===== config.mk =====
export PLATFORM = sky130hd
export DESIGN_NAME = instDecode_flat
export DESIGN_NICKNAME = d
export VERILOG_FILES = /design/src/hw/rfPkg.sv /design/src/hw/issueIf.sv /design/src/hw/instDecode.sv /design/src/flat_wrapper.sv
export SDC_FILE = /design/constraint.sdc
export NUM_CORES = 1
export LEC_CHECK = 0
export BUFFER_PORTS_ARGS = -buffer_cell sky130_fd_sc_hd__buf_2
export CAP_MARGIN = 10
export CORE_ASPECT_RATIO = 2
export CORE_MARGIN = 4
export CORE_UTILIZATION = 42
export DETAILED_ROUTE_END_ITERATION = 7
export GPL_ROUTABILITY_DRIVEN = 0
export MAX_ROUTING_LAYER = met4
export PLACE_DENSITY = 0.87
export SYNTH_ARGS = -nofsm -noshare
export SYNTH_HDL_FRONTEND = slang
export SYNTH_SLANG_ARGS = --single-unit

===== constraint.sdc =====
create_clock -name clk -period 1.8 [get_ports clk]
set_input_delay 0.18 -clock clk [delete_from_list [all_inputs] [get_ports clk]]
set_output_delay 0.18 -clock clk [all_outputs]
set_load 0.01 [all_outputs]

===== src/hw/rfPkg.sv =====
package rfPkg;

  // ======================================
  // sizes
  // ======================================
  localparam int NThreads = 4;                    // barrel threads
  localparam int NRegs    = 64;                   // registers per thread
  localparam int TidW     = $clog2(NThreads);     // thread number width
  localparam int RegW     = $clog2(NRegs);        // register number width
  localparam int RfAddrW  = TidW + RegW;          // {tid, reg}
  localparam int ValueW   = 32;                   // register width
  localparam int ByteW    = 8;
  localparam int LaneN    = ValueW / ByteW;       // byte lanes per register
  localparam int LaneSelW = $clog2(LaneN);        // lane field in iForm
  localparam int InstW    = 32;                   // instruction word
  localparam int OpW      = 4;                    // opcode width
  localparam int ImmW     = 16;                   // immediate field

  // ======================================
  // opcodes
  // ======================================
  // any code not listed here is treated as a nop
  localparam logic [OpW-1:0] OpNop = 4'd0;
  localparam logic [OpW-1:0] OpAdd = 4'd1;        // rd = rs + rt
  localparam logic [OpW-1:0] OpSub = 4'd2;        // rd = rs - rt
  localparam logic [OpW-1:0] OpAnd = 4'd3;
  localparam logic [OpW-1:0] OpOr  = 4'd4;
  localparam logic [OpW-1:0] OpXor = 4'd5;
  localparam logic [OpW-1:0] OpLdb = 4'd6;        // one byte lane of rd from imm[7:0]
  localparam logic [OpW-1:0] OpLdh = 4'd7;        // one half of rd from imm16
  localparam logic [OpW-1:0] OpRd  = 4'd8;        // rs to the result port

  // ======================================
  // instruction word
  // ======================================
  // register form and immediate form share op and rd
  typedef union packed {
    struct packed {
      logic [OpW-1:0]  op;      // 31..28
      logic [RegW-1:0] rd;      // 27..22
      logic [RegW-1:0] rs;      // 21..16
      logic [RegW-1:0] rt;      // 15..10
      logic [9:0]      unused;
    } rForm;
    struct packed {
      logic [OpW-1:0]      op;      // 31..28
      logic [RegW-1:0]     rd;      // 27..22
      logic [LaneSelW-1:0] lane;    // 21..20
      logic [3:0]          unused;  // 19..16
      logic [ImmW-1:0]     imm16;   // 15..0
    } iForm;
  } instrU;

endpackage


===== src/hw/issueIf.sv =====
`timescale 1ns/100ps

interface issueIf;

  // ======================================
  // decode group, decode to execute
  // ======================================
  logic                       dValid;     // slot holds a real instruction
  logic [rfPkg::OpW-1:0]      dOp;        // alu select
  logic                       dIsImm;     // result comes from dImm
  logic                       dIsRead;    // send value out, no write
  logic [rfPkg::TidW-1:0]     dTid;
  logic [rfPkg::RegW-1:0]     dRd;        // destination, or the reg being read
  logic [rfPkg::RegW-1:0]     dRs;
  logic [rfPkg::RegW-1:0]     dRt;
  logic [rfPkg::LaneN-1:0]    dLaneMask;  // byte lanes to write
  logic [rfPkg::ValueW-1:0]   dImm;       // byte or half replicated

  // ======================================
  // result group, execute to write-back
  // ======================================
  logic                       xValid;
  logic                       xIsRead;
  logic [rfPkg::TidW-1:0]     xTid;
  logic [rfPkg::RegW-1:0]     xRd;
  logic [rfPkg::LaneN-1:0]    xMask;      // zero for reads
  logic [rfPkg::ValueW-1:0]   xValue;

  modport dec (
    output dValid, dOp, dIsImm, dIsRead, dTid, dRd, dRs, dRt, dLaneMask, dImm
  );

  modport exe (
    input  dValid, dOp, dIsImm, dIsRead, dTid, dRd, dRs, dRt, dLaneMask, dImm,
    output xValid, xIsRead, xTid, xRd, xMask, xValue
  );

  modport wb (
    input xValid, xIsRead, xTid, xRd, xMask, xValue
  );

endinterface


===== src/hw/instDecode.sv =====
`timescale 1ns/100ps

module instDecode (
  input  logic                    clk,
  input  logic                    rst,
  input  logic                    instValid,
  input  logic [rfPkg::InstW-1:0] inst,
  input  logic [rfPkg::TidW-1:0]  instTid,
  issueIf.dec                     dec
);

  rfPkg::instrU             word;       // one word, rForm and iForm views
  logic                     opOk;       // known, non-nop opcode
  logic                     isImm;
  logic                     isRead;
  logic [rfPkg::RegW-1:0]   dstReg;
  logic [rfPkg::LaneN-1:0]  laneMask;
  logic [rfPkg::ValueW-1:0] immRep;

  assign word = inst;

  // ======================================
  // opcode decode
  // ======================================
  always_comb begin
    isImm    = 1'b0;
    isRead   = 1'b0;
    dstReg   = word.rForm.rd;
    laneMask = '1;                                  // alu ops write all lanes
    immRep   = '0;
    case (word.rForm.op)
      rfPkg::OpAdd, rfPkg::OpSub, rfPkg::OpAnd, rfPkg::OpOr, rfPkg::OpXor: begin
        opOk = 1'b1;                                // rd = rs op rt
      end
      rfPkg::OpLdb: begin
        opOk     = 1'b1;
        isImm    = 1'b1;
        laneMask = '0;
        laneMask[word.iForm.lane] = 1'b1;           // one-hot byte lane
        immRep   = {rfPkg::LaneN{word.iForm.imm16[rfPkg::ByteW-1:0]}};
      end
      rfPkg::OpLdh: begin
        opOk     = 1'b1;
        isImm    = 1'b1;
        // lane bit 0 picks the upper or lower half
        laneMask = {{(rfPkg::LaneN/2){word.iForm.lane[0]}},
                    {(rfPkg::LaneN/2){~word.iForm.lane[0]}}};
        immRep   = {2{word.iForm.imm16}};
      end
      rfPkg::OpRd: begin
        opOk   = 1'b1;
        isRead = 1'b1;
        dstReg = word.rForm.rs;                     // reported register is rs
      end
      rfPkg::OpNop: begin
        opOk = 1'b0;                                // empty slot
      end
      default: begin
        opOk = 1'b0;                                // unknown code, same as nop
      end
    endcase
  end

  // ======================================
  // decode register, edge E0
  // ======================================
  always_ff @(posedge clk) begin
    if (rst) begin
      dec.dValid <= 1'b0;
    end else begin
      dec.dValid <= instValid & opOk;               // dropped ops never issue
    end
    dec.dOp       <= word.rForm.op;
    dec.dIsImm    <= isImm;
    dec.dIsRead   <= isRead;
    dec.dTid      <= instTid;
    dec.dRd       <= dstReg;
    dec.dRs       <= word.rForm.rs;                 // don't care for imm ops
    dec.dRt       <= word.rForm.rt;
    dec.dLaneMask <= laneMask;
    dec.dImm      <= immRep;
  end

endmodule


===== src/flat_wrapper.sv =====
// flat-port wrapper written by rule: the top's interface ports become plain ports
module instDecode_flat 
  (clk, rst, instValid, inst, instTid, dec_dValid, dec_dOp, dec_dIsImm, dec_dIsRead, dec_dTid, dec_dRd, dec_dRs, dec_dRt, dec_dLaneMask, dec_dImm);
  issueIf dec_i ();
  input  logic clk;
  input  logic rst;
  input  logic instValid;
  input  logic [rfPkg::InstW-1:0] inst;
  input  logic [rfPkg::TidW-1:0] instTid;
  output wire logic [$bits(dec_i.dValid)-1:0] dec_dValid;
  output wire logic [$bits(dec_i.dOp)-1:0] dec_dOp;
  output wire logic [$bits(dec_i.dIsImm)-1:0] dec_dIsImm;
  output wire logic [$bits(dec_i.dIsRead)-1:0] dec_dIsRead;
  output wire logic [$bits(dec_i.dTid)-1:0] dec_dTid;
  output wire logic [$bits(dec_i.dRd)-1:0] dec_dRd;
  output wire logic [$bits(dec_i.dRs)-1:0] dec_dRs;
  output wire logic [$bits(dec_i.dRt)-1:0] dec_dRt;
  output wire logic [$bits(dec_i.dLaneMask)-1:0] dec_dLaneMask;
  output wire logic [$bits(dec_i.dImm)-1:0] dec_dImm;
  assign dec_dValid = dec_i.dValid;
  assign dec_dOp = dec_i.dOp;
  assign dec_dIsImm = dec_i.dIsImm;
  assign dec_dIsRead = dec_i.dIsRead;
  assign dec_dTid = dec_i.dTid;
  assign dec_dRd = dec_i.dRd;
  assign dec_dRs = dec_i.dRs;
  assign dec_dRt = dec_i.dRt;
  assign dec_dLaneMask = dec_i.dLaneMask;
  assign dec_dImm = dec_i.dImm;
  instDecode u_core (.clk(clk), .rst(rst), .instValid(instValid), .inst(inst), .instTid(instTid), .dec(dec_i));
endmodule

==> reports/metrics.csv <==
metric,value,unit
status,completed,
ios,100,
cts_max_level,2,
fin_crit_sh,57.1,%
ys_top_cells_by_area,"dfxtp_1, buf_4, mux2i_1",
cts_root_buf,clkbuf_8,
final_design_area_no_fill,2030,µm²
power_density,942,nW/µm²
synth_ff_type,dfxtp_1,
grt_pass1_vias,1216,
endpoint_kind,flop,
hold_path.class,in2reg,
cts-hold-fix-buffers,11,
p_switching,448,µW
crit_family,simple AND/OR/NAND/NOR gates,
fin_setup_tns,0,ns
use_met1,14.4,%
ir_worst_vdd,865,µV
slew_viol_final,0,
area_growth,43.4,%
ys_ff_latch,47,
numCtsBuffers,5,
p_int,1.47,mW
critPathBufInv,1,
io_buffer_count,99,
syn-num-nets,147,
async_reset_ff_share,0,%
syn_area,1420,µm²
cts_sinks,47,
drt_iter0_drc,11,
worstPathRequired,1.98,ns
synthMuxAreaShare,10.4,%
clkTransAtPathRegs,0.08,ns
die_w,49.1,µm
synthCells,110,
max_freq,972,MHz
synth-compound-area-share,2.47,%
dieArea,4430,µm²
synth_fa_ha_area_share,0,%
antenna_found_initial,0,
path_cells,buf_2 -> nor4b_4 -> mux2_2,
grt_util_met2,30.9,%
synthXorXnorAreaFrac,0,%
use_met3,4.64,%
synth-edff-count,0,
power_frac_comb,11.0,%
vias,1110,
hold_viol_final,0,
yosys.area.top_type,dfxtp_1,
p_leak,1.07,nW
drive_above_1_share,54.7,%
p_clk_share,31.8,%
antennaDiodeCount,0,
dp_hpwl,2470,µm
start_util,43.9,%
overflow,0,
cts_tree,done,
core-area,3230,µm²
dr.pass1.iters,3,
yosys-top-cells-count,"dfxtp_1, buf_4, nor2_1",
synth_top_family_by_area,simple AND/OR/NAND/NOR gates,
tightest_slew,0.482,ns
p_sw_share,23.4,%
grt_max_degree,17,
startpoint_type,primary input,
path_class,in2reg,
num_rows,29,
finalCriticalPeriod,1.03,ns
final_nets,248,
drt-wirelength-per-cell,13.4,µm
drv_cap,0,
crit_arrival,1.21,ns
wirelength,3270,µm
die_y,90.2,µm
setup_viol,0,
grt-busiest-layer,met2,
cts_resized,0,
cts_buffer_depth,2,
rsz0062_at_grt,false,
grt_usage,16.5,%
ys_warn_count,0,
placed_cell_area,1830,µm²
slowest_stage,nor4b_4,
drcViolationCount,0,
post_cts_buffers,0,
critPathMaxFanout,7,
slew_headroom,67.7,%
synth_area_per_cell,12.9,µm²
synth_most_common_cell,dfxtp_1,
grt_pass1_wl,5490,µm
cpPeakStageDelay,0.50,ns
synth_top_area_share,66.3,%
yosysSeqAreaShare,66.3,%
synthSimpleGateAreaFrac,10.6,%
power,1.92,mW
synth.distinct_cells,20,
avgViaCountPerCell,4.57,
power_frac_seq,57.2,%
ant_nets,0,
## logic make-up (layout without fill, tap and decap cells)
logic type / after synthesis / in the layout
AO/OA/AOI/OAI: 5 / 5
buffers and inverters: 20 / 122
flip-flops: 47 / 47
multiplexers: 14 / 14
AND/OR/NAND/NOR: 24 / 24
## worst paths after layout
path,startpoint,end,slack [ns],cells after the start
setup / recovery,inst[29],u_core.dec.dRd[0],0.77,3
hold / removal,inst[21],u_core.dec.dRs[5],0.04,1
## stage by stage
stage               setup WS [ns]  instances  hold WS [ns]  utilization (%)
finish                      0.771        243        0.0425             63.0
global route                0.728        243        0.0311             63.0
CTS                         0.777        242       0.00110             62.7
detailed placement          0.460        223         0.287             56.6
global placement            0.487        223         0.282             56.6
floorplan                   0.618        110         0.208                -
## cell type report
| type | instances | area (µm²) |
|---|---|---|
| sequential | 47 | 941 |
| multi-input combinational | 43 | 333 |
| inverter | 1 | 3.75 |
| fill | 266 | 1190 |
| clock buffer | 5 | 68.8 |
| clock inverter | 3 | 18.8 |
| tap | 31 | 38.8 |
| timing repair buffer | 113 | 631 |
## placed cells by master, fill, tap and decap left out, types with 2 or more instances in the layout
cell type      netlist  final
clkinv_2             0      2
mux2i_1              8      8
clkbuf_8             0      5
nor2_1               9      9
dfxtp_1             47     47
o21ai_0              2      2
buf_2                2     99
dlygate4sd3_1        0     12
mux2_2               6      6
buf_4               16      2
and2_1               8      8
## layer usage
layer	vias up	wire length, µm
li1	542	-
met1	490	983
met2	69	1900
met3	9	283
met4	0	102
met5	-	0
## sequential cells by signal, summed over array words and instances, names as in the netlist, 2 cells and up
signal,count
u_core.dec.dImm,16
u_core.dec.dLaneMask,4
u_core.dec.dOp,4
u_core.dec.dRd,6
u_core.dec.dRs,6
u_core.dec.dRt,6
u_core.dec.dTid,2
## power by group through the flow
stage          Sequential [mW]  Clock [mW]  Combinational [mW]
4_1_cts                   1.10       0.624               0.211
5_1_grt                   1.10       0.685               0.232
3_3_place_gp              1.12           0               0.189
3_5_place_dp              1.12           0               0.193
6_report                  1.10       0.610               0.211
2_1_floorplan             1.15           0              0.0673
(Power assumes the default switching activity.)
