--- config.mk ---
export PLATFORM = sky130hd
export DESIGN_NAME = writeBack_flat
export DESIGN_NICKNAME = d
export VERILOG_FILES = /design/src/hw/rfPkg.sv /design/src/hw/issueIf.sv /design/src/hw/writeBack.sv /design/src/flat_wrapper.sv
export SDC_FILE = /design/constraint.sdc
export NUM_CORES = 1
export LEC_CHECK = 0
export ABC_AREA = 1
export BUFFER_PORTS_ARGS = -buffer_cell sky130_fd_sc_hd__buf_2
export CAP_MARGIN = 20
export CORE_MARGIN = 2
export CORE_UTILIZATION = 36
export DETAILED_ROUTE_END_ITERATION = 16
export PLACE_DENSITY = 0.82
export SLEW_MARGIN = 5
export SYNTH_ARGS = -nofsm -noshare
export SYNTH_HDL_FRONTEND = slang
export SYNTH_SLANG_ARGS = --single-unit
--- constraint.sdc ---
create_clock -name clk -period 1.02 [get_ports clk]
set_input_delay 0.102 -clock clk [delete_from_list [all_inputs] [get_ports clk]]
set_output_delay 0.102 -clock clk [all_outputs]
set_load 0.1 [all_outputs]
--- src/hw/rfPkg.sv ---
package rfPkg;

  // ======================================
  // sizes
  // ======================================
  localparam int NThreads = 4;                    // barrel threads
  localparam int NRegs    = 64;                   // registers per thread
  localparam int TidW     = $clog2(NThreads);     // thread number width
  localparam int RegW     = $clog2(NRegs);        // register number width
  localparam int RfAddrW  = TidW + RegW;          // {tid, reg}
  localparam int ValueW   = 32;                   // register width
  localparam int ByteW    = 8;
  localparam int LaneN    = ValueW / ByteW;       // byte lanes per register
  localparam int LaneSelW = $clog2(LaneN);        // lane field in iForm
  localparam int InstW    = 32;                   // instruction word
  localparam int OpW      = 4;                    // opcode width
  localparam int ImmW     = 16;                   // immediate field

  // ======================================
  // opcodes
  // ======================================
  // any code not listed here is treated as a nop
  localparam logic [OpW-1:0] OpNop = 4'd0;
  localparam logic [OpW-1:0] OpAdd = 4'd1;        // rd = rs + rt
  localparam logic [OpW-1:0] OpSub = 4'd2;        // rd = rs - rt
  localparam logic [OpW-1:0] OpAnd = 4'd3;
  localparam logic [OpW-1:0] OpOr  = 4'd4;
  localparam logic [OpW-1:0] OpXor = 4'd5;
  localparam logic [OpW-1:0] OpLdb = 4'd6;        // one byte lane of rd from imm[7:0]
  localparam logic [OpW-1:0] OpLdh = 4'd7;        // one half of rd from imm16
  localparam logic [OpW-1:0] OpRd  = 4'd8;        // rs to the result port

  // ======================================
  // instruction word
  // ======================================
  // register form and immediate form share op and rd
  typedef union packed {
    struct packed {
      logic [OpW-1:0]  op;      // 31..28
      logic [RegW-1:0] rd;      // 27..22
      logic [RegW-1:0] rs;      // 21..16
      logic [RegW-1:0] rt;      // 15..10
      logic [9:0]      unused;
    } rForm;
    struct packed {
      logic [OpW-1:0]      op;      // 31..28
      logic [RegW-1:0]     rd;      // 27..22
      logic [LaneSelW-1:0] lane;    // 21..20
      logic [3:0]          unused;  // 19..16
      logic [ImmW-1:0]     imm16;   // 15..0
    } iForm;
  } instrU;

endpackage

--- src/hw/issueIf.sv ---
`timescale 1ns/100ps

interface issueIf;

  // ======================================
  // decode group, decode to execute
  // ======================================
  logic                       dValid;     // slot holds a real instruction
  logic [rfPkg::OpW-1:0]      dOp;        // alu select
  logic                       dIsImm;     // result comes from dImm
  logic                       dIsRead;    // send value out, no write
  logic [rfPkg::TidW-1:0]     dTid;
  logic [rfPkg::RegW-1:0]     dRd;        // destination, or the reg being read
  logic [rfPkg::RegW-1:0]     dRs;
  logic [rfPkg::RegW-1:0]     dRt;
  logic [rfPkg::LaneN-1:0]    dLaneMask;  // byte lanes to write
  logic [rfPkg::ValueW-1:0]   dImm;       // byte or half replicated

  // ======================================
  // result group, execute to write-back
  // ======================================
  logic                       xValid;
  logic                       xIsRead;
  logic [rfPkg::TidW-1:0]     xTid;
  logic [rfPkg::RegW-1:0]     xRd;
  logic [rfPkg::LaneN-1:0]    xMask;      // zero for reads
  logic [rfPkg::ValueW-1:0]   xValue;

  modport dec (
    output dValid, dOp, dIsImm, dIsRead, dTid, dRd, dRs, dRt, dLaneMask, dImm
  );

  modport exe (
    input  dValid, dOp, dIsImm, dIsRead, dTid, dRd, dRs, dRt, dLaneMask, dImm,
    output xValid, xIsRead, xTid, xRd, xMask, xValue
  );

  modport wb (
    input xValid, xIsRead, xTid, xRd, xMask, xValue
  );

endinterface

--- src/hw/writeBack.sv ---
`timescale 1ns/100ps

module writeBack (
  input  logic                      clk,
  input  logic                      rst,
  issueIf.wb                        resIf,      // result group from execute
  output logic [rfPkg::LaneN-1:0]   wr,         // write port to both copies
  output logic [rfPkg::RfAddrW-1:0] wa,
  output logic [rfPkg::ValueW-1:0]  wd,
  output logic                      resValid,   // one cycle per read
  output logic [rfPkg::TidW-1:0]    resTid,
  output logic [rfPkg::RegW-1:0]    resReg,
  output logic [rfPkg::ValueW-1:0]  res
);

  logic                     validR;
  logic                     isReadR;
  logic [rfPkg::TidW-1:0]   tidR;
  logic [rfPkg::RegW-1:0]   rdR;
  logic [rfPkg::LaneN-1:0]  maskR;
  logic [rfPkg::ValueW-1:0] valueR;

  // ======================================
  // result register, edge E3
  // ======================================
  always_ff @(posedge clk) begin
    if (rst) begin
      validR <= 1'b0;
    end else begin
      validR <= resIf.xValid;
    end
    isReadR <= resIf.xIsRead;
    tidR    <= resIf.xTid;
    rdR     <= resIf.xRd;
    maskR   <= resIf.xMask;
    valueR  <= resIf.xValue;
  end

  // write port, the files take it at edge E4
  assign wr = (validR & ~isReadR) ? maskR : '0;
  assign wa = {tidR, rdR};
  assign wd = valueR;

  // external result port, shares the same register
  assign resValid = validR & isReadR;
  assign resTid   = tidR;
  assign resReg   = rdR;                        // the rs that was read
  assign res      = valueR;

endmodule

--- src/flat_wrapper.sv ---
// flat-port wrapper written by rule: the top's interface ports become plain ports
module writeBack_flat 
  (clk, rst, wr, wa, wd, resValid, resTid, resReg, res, resIf_xValid, resIf_xIsRead, resIf_xTid, resIf_xRd, resIf_xMask, resIf_xValue);
  issueIf resIf_i ();
  input  logic clk;
  input  logic rst;
  output logic [rfPkg::LaneN-1:0] wr;
  output logic [rfPkg::RfAddrW-1:0] wa;
  output logic [rfPkg::ValueW-1:0] wd;
  output logic resValid;
  output logic [rfPkg::TidW-1:0] resTid;
  output logic [rfPkg::RegW-1:0] resReg;
  output logic [rfPkg::ValueW-1:0] res;
  input wire logic [$bits(resIf_i.xValid)-1:0] resIf_xValid;
  input wire logic [$bits(resIf_i.xIsRead)-1:0] resIf_xIsRead;
  input wire logic [$bits(resIf_i.xTid)-1:0] resIf_xTid;
  input wire logic [$bits(resIf_i.xRd)-1:0] resIf_xRd;
  input wire logic [$bits(resIf_i.xMask)-1:0] resIf_xMask;
  input wire logic [$bits(resIf_i.xValue)-1:0] resIf_xValue;
  assign resIf_i.xValid = resIf_xValid;
  assign resIf_i.xIsRead = resIf_xIsRead;
  assign resIf_i.xTid = resIf_xTid;
  assign resIf_i.xRd = resIf_xRd;
  assign resIf_i.xMask = resIf_xMask;
  assign resIf_i.xValue = resIf_xValue;
  writeBack u_core (.clk(clk), .rst(rst), .resIf(resIf_i), .wr(wr), .wa(wa), .wd(wd), .resValid(resValid), .resTid(resTid), .resReg(resReg), .res(res));
endmodule
==> results of run 1 <==
==> cells by family after synthesis <==
kind of cell  after synthesis
flops                      46
buf+inv                    47
simple gates                7
==> synth_stat cells <==
| master | number | share of area [%] |
|---|---|---|
| buf_4 | 40 | 24 |
| dfxtp_1 | 46 | 72 |
| inv_1 | 7 | 2.1 |
| nand2_1 | 1 | 0.29 |
| nand2_2 | 1 | 0.49 |
| nor2_1 | 5 | 1.5 |
==> stage by stage <==
stage	setup slack, ns	instances	cell area [µm²]	hold slack, ns	TNS (ns)
2_1_floorplan	-0.298	100	1440	0.130	-1.19
3_3_place_gp	0.171	238	3130	0.204	0
==> impl_metrics.py, run 1 <==
metrics = {
    "outcome": {
        "status": "aborted with a tool error",
        "stop_stage": "3_5_place_dp",
        "stop_error": "Error: detail_place.tcl, 38 bad optional access",
    },
    "floorplanning": {
        "fp.dieH_um": 63.5,
        "io_pins": 133,
        "rows": 21,
        "start_util_pct": 37.9,
        "dieWidth_um": 63.5,
    },
    "yosys": {
        "mappedNetlistArea_um2": 1280,
        "yosysWarnings": 0,
        "ys_seq_elements": 46,
        "synth_compound_area_share_pct": 0,
        "ys_types": 6,
        "synthMuxAreaShare_pct": 0,
        "avgSynthCellArea_um2": 12.8,
        "ys_seq_area_share_pct": 72.2,
        "synth_fa_ha_area_share_pct": 0,
        "synth_top_family_by_area": "buffers and inverters",
        "syn-num-nets": 148,
        "synthCells": 100,
        "synth-simple-area-share_pct": 2.25,
        "yosys.area_share.xor_xnor_pct": 0,
    },
    "place": {
        "routabilityCongestion": 0.681,
        "port_buffers": 132,
    },
}
==> run 2, diff against run 1 <==
CORE_UTILIZATION = 25   (was 36)
PLACE_DENSITY = default   (was 0.82)
PLACE_DENSITY_LB_ADDON = 0.15   (was default)
==> run 2 against run 1 <==
Compared with the run above: the flow now finishes, with violations (setup timing); synthesized area did not move; synthesized cell count unchanged.
==> impl_metrics.py, run 2 <==
metrics = {
    "place": {
        "hpwlAfterDp_um": 2700,
        "routabilityCongestion": 0.695,
        "port_buffers": 132,
    },
    "outcome": {
        "status": "finished, violations left",
        "violations": "setup timing",
    },
    "setup_path": {
        "critPathBufInv": 2,
        "cp.depth": 4,
        "critPathRequiredTime_ns": 0.92,
        "crit_chain": "inv_2 -> nand2_4 -> nor2_4 -> buf_12",
        "cp.arrival_ns": 1.08,
        "slowest_delay_ns": 0.33,
        "startpoint_type": "register",
        "cp_slowest_cell": "dfxtp_2",
        "startpoint": "u_core.isReadR",
        "path_max_fanout": 4,
        "worstSetupPathType": "reg -> out",
        "cp_top_family": "flip-flops",
        "cp-end-kind": "output pin",
    },
    "global_routing": {
        "grt_overflow": 0,
        "grt_pass1_wl_um": 5630,
        "grt_pass1_vias": 1202,
        "antenna_found_initial": 0,
        "grt_use_total_pct": 14.0,
        "grt_max_degree": 15,
    },
    "cells_and_area": {
        "largest_register_ffs": 32,
        "mostFrequentLayoutCell": "buf_12",
        "final_util_pct": 75.0,
        "multi_input_area_um2": 63.8,
        "mostFrequentLayoutCells": "85 x buf_12, 47 x dlygate4sd3_1, 47 x buf_2",
        "n_antenna_cell": 0,
        "regArea_um2": 1070,
        "fillers": 303,
        "syn2layout_area_growth_pct": 194,
        "layout-drive-gt1-share_pct": 76.5,
        "finalNetCount": 294,
    },
    "yosys": {
        "synth_edf_count": 0,
        "netlist.area_leader.share_pct": 72.2,
        "synth_fa_ha_area_share_pct": 0,
        "post_synth_main_area_contributors": "dfxtp_1 72%, buf_4 24%, inv_1 2.1%, nor2_1 1.5%, nand2_2 0.49%",
        "synth.most_common_cell": "dfxtp_1",
        "syn-num-nets": 148,
        "synthTopCellsByCount": "46 x dfxtp_1, 40 x buf_4, 7 x inv_1, 5 x nor2_1",
        "synthCells": 100,
        "synthFlopType": "dfxtp_1",
        "synth_compound_area_share_pct": 0,
        "synthMuxAreaShare_pct": 0,
        "mappedNetlistArea_um2": 1280,
        "ys_seq_elements": 46,
        "yosysTopAreaCell": "dfxtp_1",
        "yosysWarnings": 0,
        "yosys.area_share.xor_xnor_pct": 0,
        "synth-simple-area-share_pct": 2.25,
        "ys_types": 6,
        "ys_seq_area_share_pct": 72.2,
        "synth_top_family_by_area": "buffers and inverters",
        "avgSynthCellArea_um2": 12.8,
        "synth-async-reset-ratio_pct": 0,
    },
    "power_and_ir_drop": {
        "ir_drop_v": 0.000957,
        "p_leak_nw": 1.68,
        "p_per_area_nw_per_um2": 1430,
        "power.total_mw": 5.36,
    },
    "floorplanning": {
        "die_area_um2": 5690,
        "start_util_pct": 25.5,
        "fp.dieH_um": 75.5,
        "core_um2": 5010,
        "io_pins": 133,
        "dieWidth_um": 75.5,
        "rows": 26,
    },
    "worst_hold_path": {
        "hold_class": "in -> reg",
        "holdPathStages": 2,
        "min_from": "resIf_xValue[21]",
        "min_to": "u_core.res[21]",
    },
    "timing": {
        "worst_slew_pin_slew_ns": 0.137,
        "finalHoldViolCount": 0,
        "fin_crit_sh_pct": 115,
        "slew_headroom_pct": 90.9,
        "setup_viol": 5,
        "fmax_ghz": 0.849,
        "maxSlewViolCount": 0,
        "rsz0062_at_grt": "true",
        "setup_slack_ns": -0.158,
        "fin_crit_ns": 1.18,
    },
    "route": {
        "vias_per_cell": 3.53,
        "first_pass_iters": 2,
        "ant_nets": 0,
        "drc": 0,
        "wire_per_inst_um": 12.2,
        "first_iter_violations": 24,
        "totalWireLength_um": 3880,
        "vias": 1118,
    },
    "clock_tree": {
        "post-cts-setup-buffers": 0,
        "clk_pin_slew_ns": 0.08,
        "clock-sinks": 46,
        "cts_tree": "yes",
        "cts_max_level": 2,
        "cts_buffers": 5,
        "root_buffer": "clkbuf_8",
        "clk_path_buf_depth": 2,
    },
    "job": {
        "drv_cap": 0,
    },
}
run 2: worst max-delay path by stage:
stage,end
6_report,wr[0]
5_1_grt,wr[0]
4_1_cts,wr[0]
3_5_place_dp,wr[3]
3_3_place_gp,wr[0]
2_1_floorplan,wr[0]
run 2: stage by stage:
| stage | cell area (µm²) | setup TNS (ns) | std cells | setup WS (ns) | hold WS [ns] |
|---|---|---|---|---|---|
| after floorplan | 1440 | -1.19 | 100 | -0.298 | 0.130 |
| after global placement | 3160 | 0 | 262 | 0.152 | 0.205 |
| after detailed placement | 3160 | 0 | 262 | 0.128 | 0.205 |
| after CTS | 3760 | -0.840 | 317 | -0.200 | 0.420 |
| after global routing | 3760 | -0.969 | 317 | -0.222 | 0.427 |
| final | 3760 | -0.700 | 317 | -0.158 | 0.440 |
run 2: metal layers:
layer	routed length, µm	global-route usage (%)	vias to the layer above
li1	-	-	548
met1	1110	12.0	487
met2	2120	24.9	78
met3	608	9.66	5
met4	44	5.85	0
met5	0	0	-
run 2: cell type report:
type | count | share of cell area, %
repair buffers | 179 | 64.1
flip-flops and latches | 46 | 28.6
well taps | 70 | 2.33
clock buffers | 6 | 2.20
multi-input cells | 7 | 1.70
inverters | 7 | 0.799
clock inverters | 2 | 0.300
run 2: cells by family (layout without fill, tap and decap cells):
group                  Yosys count  in the layout
buffers and inverters           47            194
flip-flops                      46             46
AND/OR/NAND/NOR                  7              7
run 2: repair_timing:
| action | in CTS | in global routing |
|---|---|---|
| hold buffers | 47 | 0 |
| resized for setup | 8 | 0 |
| hold endpoints to repair | 46 | 0 |
| pin swaps | 3 | 3 |
| endpoints found under the setup margin | 5 | 5 |
run 2: power by group:
group	internal (mW)	switching [mW]
sequential	1.85	0.136
clock	0.547	0.581
combinational	0.834	1.41
total	3.23	2.12
Power figures use the tool's default switching activity.
